### config.mk
export PLATFORM = sky130hd
export DESIGN_NAME = RISCV_TOP
export DESIGN_NICKNAME = d
export VERILOG_FILES = /design/src/hdl/rvIsaPkg.sv /design/src/hdl/rvCorePkg.sv /design/src/hdl/instrDecoder.sv /design/src/hdl/aluUnit.sv /design/src/hdl/pcState.sv /design/src/hdl/nextPcLogic.sv /design/src/hdl/lsuAlign.sv /design/src/hdl/RISCV_TOP.sv
export SDC_FILE = /design/constraint.sdc
export NUM_CORES = 1
export LEC_CHECK = 0
export BUFFER_PORTS_ARGS = -buffer_cell sky130_fd_sc_hd__buf_2
export CAP_MARGIN = 20
export CORE_ASPECT_RATIO = 0.75
export CORE_MARGIN = 8
export CORE_UTILIZATION = 28
export DETAILED_ROUTE_END_ITERATION = 8
export GPL_TIMING_DRIVEN = 0
export PLACE_DENSITY = 0.52
export SETUP_SLACK_MARGIN = 0.1
export SKIP_CTS_REPAIR_TIMING = 1
export SYNTH_ARGS = -nofsm -noshare
export SYNTH_HDL_FRONTEND = slang
export SYNTH_SLANG_ARGS = --single-unit
### constraint.sdc
create_clock -name CLK -period 9.9 [get_ports CLK]
set_clock_uncertainty 0.15 [all_clocks]
set_input_delay 0.99 -clock CLK [delete_from_list [all_inputs] [get_ports CLK]]
set_output_delay 0.99 -clock CLK [all_outputs]
set_load 0.05 [all_outputs]
### src/hdl/rvIsaPkg.sv
`default_nettype none

package rvIsaPkg;

	// Major opcodes used by RV32I
	typedef enum logic [6:0] {
		opOp     = 7'b0110011,
		opOpImm  = 7'b0010011,
		opLoad   = 7'b0000011,
		opStore  = 7'b0100011,
		opBranch = 7'b1100011,
		opJal    = 7'b1101111,
		opJalr   = 7'b1100111,
		opLui    = 7'b0110111,
		opAuipc  = 7'b0010111,
		opSystem = 7'b1110011
	} opcodeT;

	typedef struct packed {
		logic [6:0] funct7;
		logic [4:0] rs2;
		logic [4:0] rs1;
		logic [2:0] funct3;
		logic [4:0] rd;
		opcodeT     opcode;
	} rTypeT;

	typedef struct packed {
		logic [11:0] imm;
		logic [4:0]  rs1;
		logic [2:0]  funct3;
		logic [4:0]  rd;
		opcodeT      opcode;
	} iTypeT;

	typedef struct packed {
		logic [6:0] immHi;
		logic [4:0] rs2;
		logic [4:0] rs1;
		logic [2:0] funct3;
		logic [4:0] immLo;
		opcodeT     opcode;
	} sTypeT;

	typedef struct packed {
		logic       immSign; // imm[12]
		logic [5:0] immHi;   // imm[10:5]
		logic [4:0] rs2;
		logic [4:0] rs1;
		logic [2:0] funct3;
		logic [3:0] immLo;   // imm[4:1]
		logic       imm11;
		opcodeT     opcode;
	} bTypeT;

	typedef struct packed {
		logic [19:0] imm;
		logic [4:0]  rd;
		opcodeT      opcode;
	} uTypeT;

	typedef struct packed {
		logic       immSign; // imm[20]
		logic [9:0] immLo;   // imm[10:1]
		logic       imm11;
		logic [7:0] immHi;   // imm[19:12]
		logic [4:0] rd;
		opcodeT     opcode;
	} jTypeT;

	// One instruction word, six views
	typedef union packed {
		rTypeT r;
		iTypeT i;
		sTypeT s;
		bTypeT b;
		uTypeT u;
		jTypeT j;
	} instrU;

	// Branch kinds
	localparam logic [2:0] f3Beq  = 3'b000;
	localparam logic [2:0] f3Bne  = 3'b001;
	localparam logic [2:0] f3Blt  = 3'b100;
	localparam logic [2:0] f3Bge  = 3'b101;
	localparam logic [2:0] f3Bltu = 3'b110;
	localparam logic [2:0] f3Bgeu = 3'b111;

	// Load and store widths
	localparam logic [2:0] f3Byte  = 3'b000;
	localparam logic [2:0] f3Half  = 3'b001;
	localparam logic [2:0] f3Word  = 3'b010;
	localparam logic [2:0] f3ByteU = 3'b100;
	localparam logic [2:0] f3HalfU = 3'b101;

	// ALU selections for OP and OP-IMM
	localparam logic [2:0] f3AddSub = 3'b000;
	localparam logic [2:0] f3Sll    = 3'b001;
	localparam logic [2:0] f3Slt    = 3'b010;
	localparam logic [2:0] f3Sltu   = 3'b011;
	localparam logic [2:0] f3Xor    = 3'b100;
	localparam logic [2:0] f3SrlSra = 3'b101;
	localparam logic [2:0] f3Or     = 3'b110;
	localparam logic [2:0] f3And    = 3'b111;

	localparam logic [6:0] f7Alt = 7'b0100000; // SUB and SRA

	localparam logic [31:0] ebreakWord = 32'h0010_0073;

endpackage

`default_nettype wire

### src/hdl/rvCorePkg.sv
`default_nettype none

package rvCorePkg;

	localparam int xlen  = 32;
	localparam int addrW = 12; // memory address bits

	typedef enum logic [3:0] {
		aluAdd,
		aluSub,
		aluSll,
		aluSlt,
		aluSltu,
		aluXor,
		aluSrl,
		aluSra,
		aluOr,
		aluAnd,
		aluPassB
	} aluOpT;

	typedef enum logic {aRs1, aPc} aSelT;
	typedef enum logic {bRs2, bImm} bSelT;

	typedef enum logic [1:0] {wbAlu, wbMem, wbLink} wbSelT;

	// Access sizes as carried in memSize
	localparam logic [1:0] szByte = 2'd0;
	localparam logic [1:0] szHalf = 2'd1;
	localparam logic [1:0] szWord = 2'd2;

	typedef struct packed {
		aluOpT      aluOp;
		aSelT       aSel;
		bSelT       bSel;
		logic       regWrite;
		logic       memRead;
		logic       memWrite;
		logic [1:0] memSize;
		logic       memUnsigned;
		wbSelT      wbSel;
		logic       isBranch;
		logic [2:0] branchKind;
		logic       isJal;
		logic       isJalr;
		logic       isHalt;
	} ctrlT;

endpackage

`default_nettype wire

### src/hdl/instrDecoder.sv
`default_nettype none

module instrDecoder (
	input  rvIsaPkg::instrU             instr,
	input  logic                        active,
	output rvCorePkg::ctrlT             ctrl,
	output logic [rvCorePkg::xlen-1:0]  imm,
	output logic [4:0]                  rs1,
	output logic [4:0]                  rs2,
	output logic [4:0]                  rd
);
	import rvIsaPkg::*;
	import rvCorePkg::*;

	opcodeT     opcode;
	logic [2:0] funct3;
	logic       alt;
	ctrlT       raw;

	function automatic aluOpT aluFromFunct(input logic [2:0] f3, input logic altBit,
			input logic isReg);
		case (f3)
			f3AddSub: return (isReg && altBit) ? aluSub : aluAdd;
			f3Sll:    return aluSll;
			f3Slt:    return aluSlt;
			f3Sltu:   return aluSltu;
			f3Xor:    return aluXor;
			f3SrlSra: return altBit ? aluSra : aluSrl;
			f3Or:     return aluOr;
			f3And:    return aluAnd;
			default:  return aluAdd;
		endcase
	endfunction

	assign opcode = instr.r.opcode;
	assign funct3 = instr.r.funct3;
	assign alt    = (instr.r.funct7 == f7Alt); // Also imm[11:5] of SRAI
	assign rs1    = instr.r.rs1;
	assign rs2    = instr.r.rs2;
	assign rd     = instr.r.rd;

	// Immediate format follows the opcode
	always_comb begin
		case (opcode)
			opOpImm, opLoad, opJalr: imm = {{20{instr.i.imm[11]}}, instr.i.imm};
			opStore:  imm = {{20{instr.s.immHi[6]}}, instr.s.immHi, instr.s.immLo};
			opBranch: imm = {{19{instr.b.immSign}}, instr.b.immSign, instr.b.imm11,
					instr.b.immHi, instr.b.immLo, 1'b0};
			opLui, opAuipc: imm = {instr.u.imm, 12'h000};
			opJal:    imm = {{11{instr.j.immSign}}, instr.j.immSign, instr.j.immHi,
					instr.j.imm11, instr.j.immLo, 1'b0};
			default:  imm = '0;
		endcase
	end

	always_comb begin
		raw             = '0;
		raw.aluOp       = aluAdd;
		raw.aSel        = aRs1;
		raw.bSel        = bRs2;
		raw.wbSel       = wbAlu;
		raw.memSize     = funct3[1:0];
		raw.memUnsigned = funct3[2];
		raw.branchKind  = funct3;
		case (opcode)
			opOp: begin
				raw.aluOp    = aluFromFunct(funct3, alt, 1'b1);
				raw.regWrite = 1'b1;
			end
			opOpImm: begin
				raw.aluOp    = aluFromFunct(funct3, alt, 1'b0);
				raw.bSel     = bImm;
				raw.regWrite = 1'b1;
			end
			opLui: begin
				raw.aluOp    = aluPassB;
				raw.bSel     = bImm;
				raw.regWrite = 1'b1;
			end
			opAuipc: begin
				raw.aSel     = aPc;
				raw.bSel     = bImm;
				raw.regWrite = 1'b1;
			end
			opJal: begin
				raw.isJal    = 1'b1;
				raw.regWrite = 1'b1;
				raw.wbSel    = wbLink;
			end
			opJalr: begin
				raw.bSel     = bImm; // Target rs1+imm from the ALU
				raw.isJalr   = 1'b1;
				raw.regWrite = 1'b1;
				raw.wbSel    = wbLink;
			end
			opBranch: begin
				raw.aluOp = aluSub;
				case (funct3)
					f3Beq, f3Bne, f3Blt, f3Bge, f3Bltu, f3Bgeu: raw.isBranch = 1'b1;
					default: raw.isBranch = 1'b0;
				endcase
			end
			opLoad: begin
				raw.bSel = bImm;
				case (funct3)
					f3Byte, f3Half, f3Word, f3ByteU, f3HalfU: begin
						raw.memRead  = 1'b1;
						raw.regWrite = 1'b1;
						raw.wbSel    = wbMem;
					end
					default: raw.memRead = 1'b0;
				endcase
			end
			opStore: begin
				raw.bSel = bImm;
				case (funct3)
					f3Byte, f3Half, f3Word: raw.memWrite = 1'b1;
					default: raw.memWrite = 1'b0;
				endcase
			end
			opSystem: raw.isHalt = (instr == ebreakWord); // Only EBREAK
			default: raw.regWrite = 1'b0; // Unknown opcode runs as a no-op
		endcase
	end

	// No side effects while idle, x0 never written
	always_comb begin
		ctrl          = raw;
		ctrl.regWrite = raw.regWrite & active & (rd != 5'd0);
		ctrl.memWrite = raw.memWrite & active;
		ctrl.memRead  = raw.memRead & active;
	end

endmodule

`default_nettype wire

### src/hdl/aluUnit.sv
`default_nettype none

module aluUnit (
	input  logic [rvCorePkg::xlen-1:0] a,
	input  logic [rvCorePkg::xlen-1:0] b,
	input  rvCorePkg::aluOpT           op,
	output logic [rvCorePkg::xlen-1:0] result,
	output logic                       eq,
	output logic                       lt,
	output logic                       ltu
);
	import rvCorePkg::*;

	logic [xlen:0] diff; // Extra bit holds the unsigned borrow
	logic [4:0]    shamt;

	assign diff  = {1'b0, a} - {1'b0, b};
	assign shamt = b[4:0];

	// Flags come from the one subtractor
	assign ltu = diff[xlen];
	assign eq  = (diff[xlen-1:0] == '0);
	assign lt  = (a[xlen-1] != b[xlen-1]) ? a[xlen-1] : diff[xlen-1];

	always_comb begin
		case (op)
			aluAdd:   result = a + b;
			aluSub:   result = diff[xlen-1:0];
			aluSll:   result = a << shamt;
			aluSlt:   result = {{(xlen-1){1'b0}}, lt};
			aluSltu:  result = {{(xlen-1){1'b0}}, ltu};
			aluXor:   result = a ^ b;
			aluSrl:   result = a >> shamt;
			aluSra:   result = $signed(a) >>> shamt;
			aluOr:    result = a | b;
			aluAnd:   result = a & b;
			aluPassB: result = b; // LUI
			default:  result = '0;
		endcase
	end

endmodule

`default_nettype wire

### src/hdl/pcState.sv
`default_nettype none

module pcState (
	input  logic                        CLK,
	input  logic                        RSTn,
	input  logic [rvCorePkg::addrW-1:0] nextPc,
	input  logic                        haltReq,
	output logic [rvCorePkg::addrW-1:0] pc,
	output logic                        active,
	output logic                        halt,
	output logic [31:0]                 numInst
);

	logic running; // Set one edge after reset is released

	assign active = running & ~halt;

	// RSTn is asserted high here
	always_ff @(posedge CLK) begin
		if (RSTn) begin
			pc      <= '0;
			numInst <= '0;
			halt    <= 1'b0;
			running <= 1'b0;
		end else begin
			running <= 1'b1;
			if (active) begin
				pc      <= nextPc;
				numInst <= numInst + 32'd1; // EBREAK counts as retired
				halt    <= haltReq;
			end
		end
	end

endmodule

`default_nettype wire

### src/hdl/nextPcLogic.sv
`default_nettype none

module nextPcLogic (
	input  logic [rvCorePkg::addrW-1:0] pc,
	input  rvCorePkg::ctrlT             ctrl,
	input  logic [rvCorePkg::xlen-1:0]  imm,
	input  logic [rvCorePkg::xlen-1:0]  aluResult,
	input  logic                        eq,
	input  logic                        lt,
	input  logic                        ltu,
	output logic [rvCorePkg::addrW-1:0] nextPc,
	output logic [rvCorePkg::xlen-1:0]  linkVal,
	output logic                        haltReq
);
	import rvIsaPkg::*;
	import rvCorePkg::*;

	logic             taken;
	logic [addrW-1:0] seqPc;
	logic [addrW-1:0] relPc;
	logic [addrW-1:0] jalrPc;

	always_comb begin
		case (ctrl.branchKind)
			f3Beq:   taken = eq;
			f3Bne:   taken = ~eq;
			f3Blt:   taken = lt;
			f3Bge:   taken = ~lt;
			f3Bltu:  taken = ltu;
			f3Bgeu:  taken = ~ltu;
			default: taken = 1'b0;
		endcase
	end

	assign seqPc  = pc + addrW'(4);
	assign relPc  = pc + imm[addrW-1:0];                // JAL and branches
	assign jalrPc = {aluResult[addrW-1:1], 1'b0};

	always_comb begin
		if (ctrl.isHalt) nextPc = pc; // Park on the EBREAK
		else if (ctrl.isJalr) nextPc = jalrPc;
		else if (ctrl.isJal || (ctrl.isBranch && taken)) nextPc = relPc;
		else nextPc = seqPc;
	end

	assign linkVal = {{(xlen-addrW){1'b0}}, seqPc};
	assign haltReq = ctrl.isHalt;

endmodule

`default_nettype wire

### src/hdl/lsuAlign.sv
`default_nettype none

module lsuAlign (
	input  rvCorePkg::ctrlT             ctrl,
	input  logic [rvCorePkg::xlen-1:0]  addr,
	input  logic [rvCorePkg::xlen-1:0]  storeData,
	input  logic [rvCorePkg::xlen-1:0]  memRd,
	input  logic [rvCorePkg::xlen-1:0]  aluResult,
	input  logic [rvCorePkg::xlen-1:0]  linkVal,
	output logic [rvCorePkg::addrW-1:0] wordAddr,
	output logic [3:0]                  be,
	output logic [rvCorePkg::xlen-1:0]  memWd,
	output logic                        csn,
	output logic                        wen,
	output logic [rvCorePkg::xlen-1:0]  rfWd
);
	import rvCorePkg::*;

	logic [1:0]      lane;
	logic [xlen-1:0] shifted; // Addressed byte moved to lane 0
	logic [xlen-1:0] loadVal;

	assign lane     = addr[1:0];
	assign wordAddr = addr[addrW+1:2];
	assign csn      = ~(ctrl.memRead | ctrl.memWrite);
	assign wen      = ~ctrl.memWrite; // Active low

	// Store data copied to every lane, enables pick the bytes
	always_comb begin
		case (ctrl.memSize)
			szByte: begin
				memWd = {4{storeData[7:0]}};
				be    = 4'b0001 << lane;
			end
			szHalf: begin
				memWd = {2{storeData[15:0]}};
				be    = 4'b0011 << {lane[1], 1'b0};
			end
			szWord: begin
				memWd = storeData;
				be    = 4'b1111;
			end
			default: begin
				memWd = storeData;
				be    = 4'b0000;
			end
		endcase
	end

	assign shifted = memRd >> {lane, 3'b000};

	always_comb begin
		case (ctrl.memSize)
			szByte: loadVal = ctrl.memUnsigned ? {24'h0, shifted[7:0]}
					: {{24{shifted[7]}}, shifted[7:0]};
			szHalf: loadVal = ctrl.memUnsigned ? {16'h0, shifted[15:0]}
					: {{16{shifted[15]}}, shifted[15:0]};
			default: loadVal = memRd;
		endcase
	end

	// Writeback select
	always_comb begin
		case (ctrl.wbSel)
			wbMem:   rfWd = loadVal;
			wbLink:  rfWd = linkVal;
			default: rfWd = aluResult;
		endcase
	end

endmodule

`default_nettype wire

### src/hdl/RISCV_TOP.sv
`default_nettype none

module RISCV_TOP (
	input  logic                        CLK,
	input  logic                        RSTn,

	// Instruction memory
	output logic                        iMemCsn,
	input  logic [31:0]                 iMemDi,
	output logic [rvCorePkg::addrW-1:0] iMemAddr, // Byte address

	// Data memory
	output logic                        dMemCsn,
	input  logic [31:0]                 dMemDi,
	output logic [31:0]                 dMemDout,
	output logic [rvCorePkg::addrW-1:0] dMemAddr, // Word address
	output logic                        dMemWen,
	output logic [3:0]                  dMemBe,

	// Register file
	output logic                        rfWe,
	output logic [4:0]                  rfRa1,
	output logic [4:0]                  rfRa2,
	output logic [4:0]                  rfWa,
	input  logic [31:0]                 rfRd1,
	input  logic [31:0]                 rfRd2,
	output logic [31:0]                 rfWd,

	output logic                        halt,
	output logic [31:0]                 numInst // Retired instructions
);
	import rvCorePkg::*;

	ctrlT             ctrl;
	logic [xlen-1:0]  imm;
	logic [xlen-1:0]  aluA;
	logic [xlen-1:0]  aluB;
	logic [xlen-1:0]  aluResult;
	logic [xlen-1:0]  linkVal;
	logic             eq;
	logic             lt;
	logic             ltu;
	logic [addrW-1:0] pc;
	logic [addrW-1:0] nextPc;
	logic             active;
	logic             haltReq;

	assign iMemAddr = pc;
	assign iMemCsn  = ~active;
	assign rfWe     = ctrl.regWrite;

	// Operand selects
	assign aluA = (ctrl.aSel == aPc) ? {{(xlen-addrW){1'b0}}, pc} : rfRd1;
	assign aluB = (ctrl.bSel == bImm) ? imm : rfRd2;

	pcState pcStateInst (
		.CLK     (CLK),
		.RSTn    (RSTn),
		.nextPc  (nextPc),
		.haltReq (haltReq),
		.pc      (pc),
		.active  (active),
		.halt    (halt),
		.numInst (numInst)
	);

	instrDecoder instrDecoderInst (
		.instr  (iMemDi), // Raw word viewed as the format union
		.active (active),
		.ctrl   (ctrl),
		.imm    (imm),
		.rs1    (rfRa1),
		.rs2    (rfRa2),
		.rd     (rfWa)
	);

	aluUnit aluUnitInst (
		.a      (aluA),
		.b      (aluB),
		.op     (ctrl.aluOp),
		.result (aluResult),
		.eq     (eq),
		.lt     (lt),
		.ltu    (ltu)
	);

	nextPcLogic nextPcLogicInst (
		.pc        (pc),
		.ctrl      (ctrl),
		.imm       (imm),
		.aluResult (aluResult),
		.eq        (eq),
		.lt        (lt),
		.ltu       (ltu),
		.nextPc    (nextPc),
		.linkVal   (linkVal),
		.haltReq   (haltReq)
	);

	lsuAlign lsuAlignInst (
		.ctrl      (ctrl),
		.addr      (aluResult),
		.storeData (rfRd2),
		.memRd     (dMemDi),
		.aluResult (aluResult),
		.linkVal   (linkVal),
		.wordAddr  (dMemAddr),
		.be        (dMemBe),
		.memWd     (dMemDout),
		.csn       (dMemCsn),
		.wen       (dMemWen),
		.rfWd      (rfWd)
	);

endmodule

`default_nettype wire

==> impl_metrics.prom <==
# TYPE chip_impl_metric gauge
chip_impl_metric{name="internal_power_contribution",unit="uW"} 702.5
chip_impl_metric{name="post_layout_nonfiller_instances",unit=""} 3468
chip_impl_metric{name="buffers_inverters_on_critical_path",unit=""} 8
chip_impl_metric{name="layout-drive-gt1-share",unit=""} 0.1989
chip_impl_metric{name="whs_path_depth",unit=""} 2
chip_impl_metric{name="syn_inst",unit=""} 2421
chip_impl_info{name="synthDominantAreaCellType",value="ha_1"} 1
chip_impl_metric{name="grt_max_degree",unit=""} 14
chip_impl_info{name="ys_top_cells_by_count",value="o21ai_0, nand2_1, nor2_1"} 1
chip_impl_metric{name="synth.ff_latch_count",unit=""} 46
chip_impl_metric{name="switch_pwr",unit="uW"} 1247
chip_impl_metric{name="powerDensity",unit="nW/um^2"} 102.0
chip_impl_metric{name="tightest_slew",unit="ps"} 1466
chip_impl_metric{name="seq_power_share",unit=""} 0.099
chip_impl_metric{name="fmax",unit="MHz"} 102.3
chip_impl_info{name="launching_element_type_of_the_critical_path",value="primary input"} 1
chip_impl_metric{name="synth-async-reset-ratio",unit=""} 0
chip_impl_metric{name="reg2reg_setup_slack",unit="ps"} 1570
chip_impl_metric{name="synth_area_per_cell",unit="um^2"} 6.422
chip_impl_metric{name="p_sw_frac",unit=""} 0.6396
chip_impl_metric{name="slowest_delay",unit="ps"} 510
chip_impl_metric{name="design.core.area",unit="um^2"} 54630
chip_impl_metric{name="endpoints_failing_hold",unit=""} 0
chip_impl_metric{name="final_core_utilization",unit=""} 0.3499
chip_impl_info{name="netlist_top_cells_area",value="ha_1, o21ai_0, a21oi_1, mux2i_1, dfxtp_1"} 1
chip_impl_metric{name="num_vias",unit=""} 23060
chip_impl_metric{name="max_cap_viol_count",unit=""} 0
chip_impl_metric{name="post-route-min-period",unit="ps"} 9776
chip_impl_metric{name="power.share.clock",unit=""} 0.095
chip_impl_metric{name="initial_core_util",unit=""} 0.2846
chip_impl_metric{name="clock_pin_slew_on_the_worst_setup_and_hold_paths",unit="ps"} 70
chip_impl_metric{name="route.final.wire_length",unit="um"} 131200
chip_impl_metric{name="dr.first_iter.drc_count",unit=""} 3858
chip_impl_metric{name="period_share",unit=""} 0.9875
chip_impl_metric{name="cp.depth",unit=""} 32
chip_impl_metric{name="worstRegToRegCells",unit=""} 28
chip_impl_metric{name="layout-area-overhead-vs-synth",unit="%"} 22.93
chip_impl_metric{name="avgViaCountPerCell",unit=""} 6.648
chip_impl_metric{name="cts_num_sinks",unit=""} 46
chip_impl_metric{name="grt_pass1_vias",unit=""} 20850
chip_impl_metric{name="drc_errors",unit=""} 0
chip_impl_metric{name="detail_route.wl_per_cell",unit="um"} 37.82
chip_impl_metric{name="worst_skew_pair.late_latency",unit="ps"} 310
chip_impl_metric{name="vdd_ir_drop_max",unit="uV"} 112.7
chip_impl_metric{name="worst_max_slew_margin_expressed_relative_to_the_limit",unit=""} 0.02285
chip_impl_metric{name="timing.final.ws_setup",unit="ps"} 123.6
chip_impl_metric{name="port_buffers",unit=""} 272
chip_impl_metric{name="cp.required",unit="ps"} 8760
chip_impl_info{name="timing.critical_path.to_type",value="output pin"} 1
chip_impl_info{name="yosys_most_used_dff",value="dfxtp_1"} 1
chip_impl_metric{name="grt_first_pass_wirelength",unit="um"} 175200
chip_impl_metric{name="finalSetupViolCount",unit=""} 0
chip_impl_info{name="most_used_standard_cell_by_instance_count_after_synthesis",value="o21ai_0"} 1
chip_impl_metric{name="clock_tree.buffer_depth",unit=""} 2
chip_impl_metric{name="synth_enable_flop_cells",unit=""} 0
chip_impl_metric{name="arrival_time_at_the_worst_endpoint",unit="ps"} 8640
chip_impl_metric{name="finalHoldWorstSlack",unit="ps"} 336.4
chip_impl_metric{name="fp.dieW",unit="um"} 288.1
chip_impl_metric{name="final_max_slew_viol_count",unit=""} 0
chip_impl_info{name="critical-path-top-cell-by-count",value="buf_6"} 1
chip_impl_metric{name="die_y",unit="um"} 220.1
chip_impl_info{name="worstSetupPathType",value="primary input to output pin"} 1
chip_impl_metric{name="dpl.cell_count",unit=""} 3432
chip_impl_metric{name="grt_util_all_layers",unit=""} 0.3914
chip_impl_metric{name="power_leakage",unit="uW"} 0.008338
chip_impl_metric{name="yosys.area.top_type_share",unit=""} 0.09013
chip_impl_info{name="worstHoldPathType",value="flip-flop to flip-flop"} 1
chip_impl_metric{name="number_of_buffers_created_by_cts",unit=""} 5
chip_impl_metric{name="drt-pass1-iter-count",unit=""} 9
chip_impl_metric{name="mappedNetlistArea",unit="um^2"} 15550
chip_impl_metric{name="synthesis.yosys.warnings",unit=""} 0
chip_impl_metric{name="layout.nets",unit=""} 2991
chip_impl_metric{name="antenna_found_initial",unit=""} 11
chip_impl_metric{name="ys_seq_area_frac",unit=""} 0.05923
chip_impl_info{name="tritoncts_clock_tree",value="built"} 1
chip_impl_metric{name="critical_path_peak_fanout",unit=""} 10
chip_impl_metric{name="boundaryPins",unit=""} 274
chip_impl_metric{name="die_area",unit="um^2"} 63400
chip_impl_metric{name="htree_num_levels",unit=""} 2
chip_impl_metric{name="drt.antenna.violating_nets",unit=""} 0
chip_impl_metric{name="synthDistinctLibCells",unit=""} 107
chip_impl_metric{name="finalWeightedCongestion",unit=""} 1.076
chip_impl_metric{name="synth_fp_nets",unit=""} 2667
chip_impl_metric{name="fin_total_pwr",unit="uW"} 1949
chip_impl_info{name="cell_type_of_the_slowest_stage_on_the_worst_timing_path",value="o31ai_1"} 1
chip_impl_metric{name="row_count",unit=""} 74
chip_impl_metric{name="gr-total-overflow",unit=""} 0
chip_impl_metric{name="power_frac_comb",unit=""} 0.806
chip_impl_info{name="status",value="completed"} 1
chip_impl_info{name="cell_family_with_the_largest_share_of_critical_path_delay",value="compound AO/OA/AOI/OAI gates"} 1
chip_impl_metric{name="pre_cts_ws",unit="ps"} -3922
chip_impl_metric{name="dp_hpwl",unit="um"} 109400
chip_impl_info{name="rsz0062_at_grt",value="false"} 1
chip_impl_info{name="cts.root.buffer_cell",value="clkbuf_16"} 1
cells by family after synthesis:
logic type / synth area share
XOR/XNOR: 0.04394
flip-flops: 0.05923
AND/OR/NAND/NOR: 0.2494
adder cells (fa/ha/maj): 0.09528
multiplexers: 0.08329
buffers and inverters: 0.08812
AO/OA/AOI/OAI: 0.3807
per-layer routing:
layer  GRT usage  vias to the layer above  share of wire
met4      0.1439                       10          0.045
met2      0.5370                     1814           0.39
met5           0                        -        0.00049
met3      0.1253                      286           0.13
met1      0.5590                    11360           0.44
li1            -                     9585              -
placed cells by master (no fill, tap or decap), drive strengths merged, types with 12 or more instances in the layout:
cell type  count
and2          12
mux2i         96
or2           13
o21a          22
buf          397
o21ai        274
o22ai         12
xnor2         44
a211oi        29
nand2        246
nor2         235
inv          124
a221oi        25
nand3        104
xor2          34
nand4         30
nor2b         17
dfxtp         46
mux2          25
o31ai         16
or3           20
a21oi        207
ha           112
nor3          50
o221ai        14
o21bai        12
a21o          45
nand2b        18
and3          32
clkbuf       122
a22oi         25
o211ai        88
a31oi         14
o311ai        13
nor4          13
flip-flops by register name (all words and copies together), names as in the netlist:
| signal | flops |
|---|---|
| pcStateInst.numInst | 32 |
| pcStateInst.running | 1 |
| pcStateInst.pc | 12 |
| pcStateInst.halt | 1 |
final cells by class:
class / count / area, um^2
Tap cell: 722 / 903.4
Antenna cell: 1 / 2.502
Inverter: 129 / 495.5
Clock buffer: 5 / 125.1
Clock inverter: 2 / 10.01
Buffer: 188 / 984.7
Timing Repair Buffer: 326 / 1926
Sequential cell: 46 / 920.9
Fill cell: 6078 / 35520
Multi-Input combinational cell: 2049 / 13740
through the flow:
stage	TNS, ps	cell area (um^2)
after global routing	0	19110
after detailed placement	-173050	18000
after floorplan	0	15550
final	0	19110
after CTS	-170010	18140
after global placement	-178030	17810
worst paths after layout:
| path | to | startpoint |
|---|---|---|
| max | rfWd[25] | iMemDi[6] |
| min | pcStateInst.halt | pcStateInst.running |
| max reg2reg | pcStateInst.pc[2] | pcStateInst.pc[10] |
| min reg2reg | pcStateInst.halt | pcStateInst.running |
power groups by stage:
stage / clock, uW / sequential, uW / combinational, uW
6_report: 185 / 192 / 1570
5_1_grt: 195 / 193 / 1600
4_1_cts: 184 / 192 / 1420
3_5_place_dp: 0 / 196 / 1410
3_3_place_gp: 0 / 196 / 1410
2_1_floorplan: 0 / 201 / 829
worst min-delay path, stage by stage, from the launching register on:
cell     delay (ps)
dfxtp_1         320
a21oi_1          60
nor2_1           70
No activity file was read; power rests on OpenSTA's default activity.
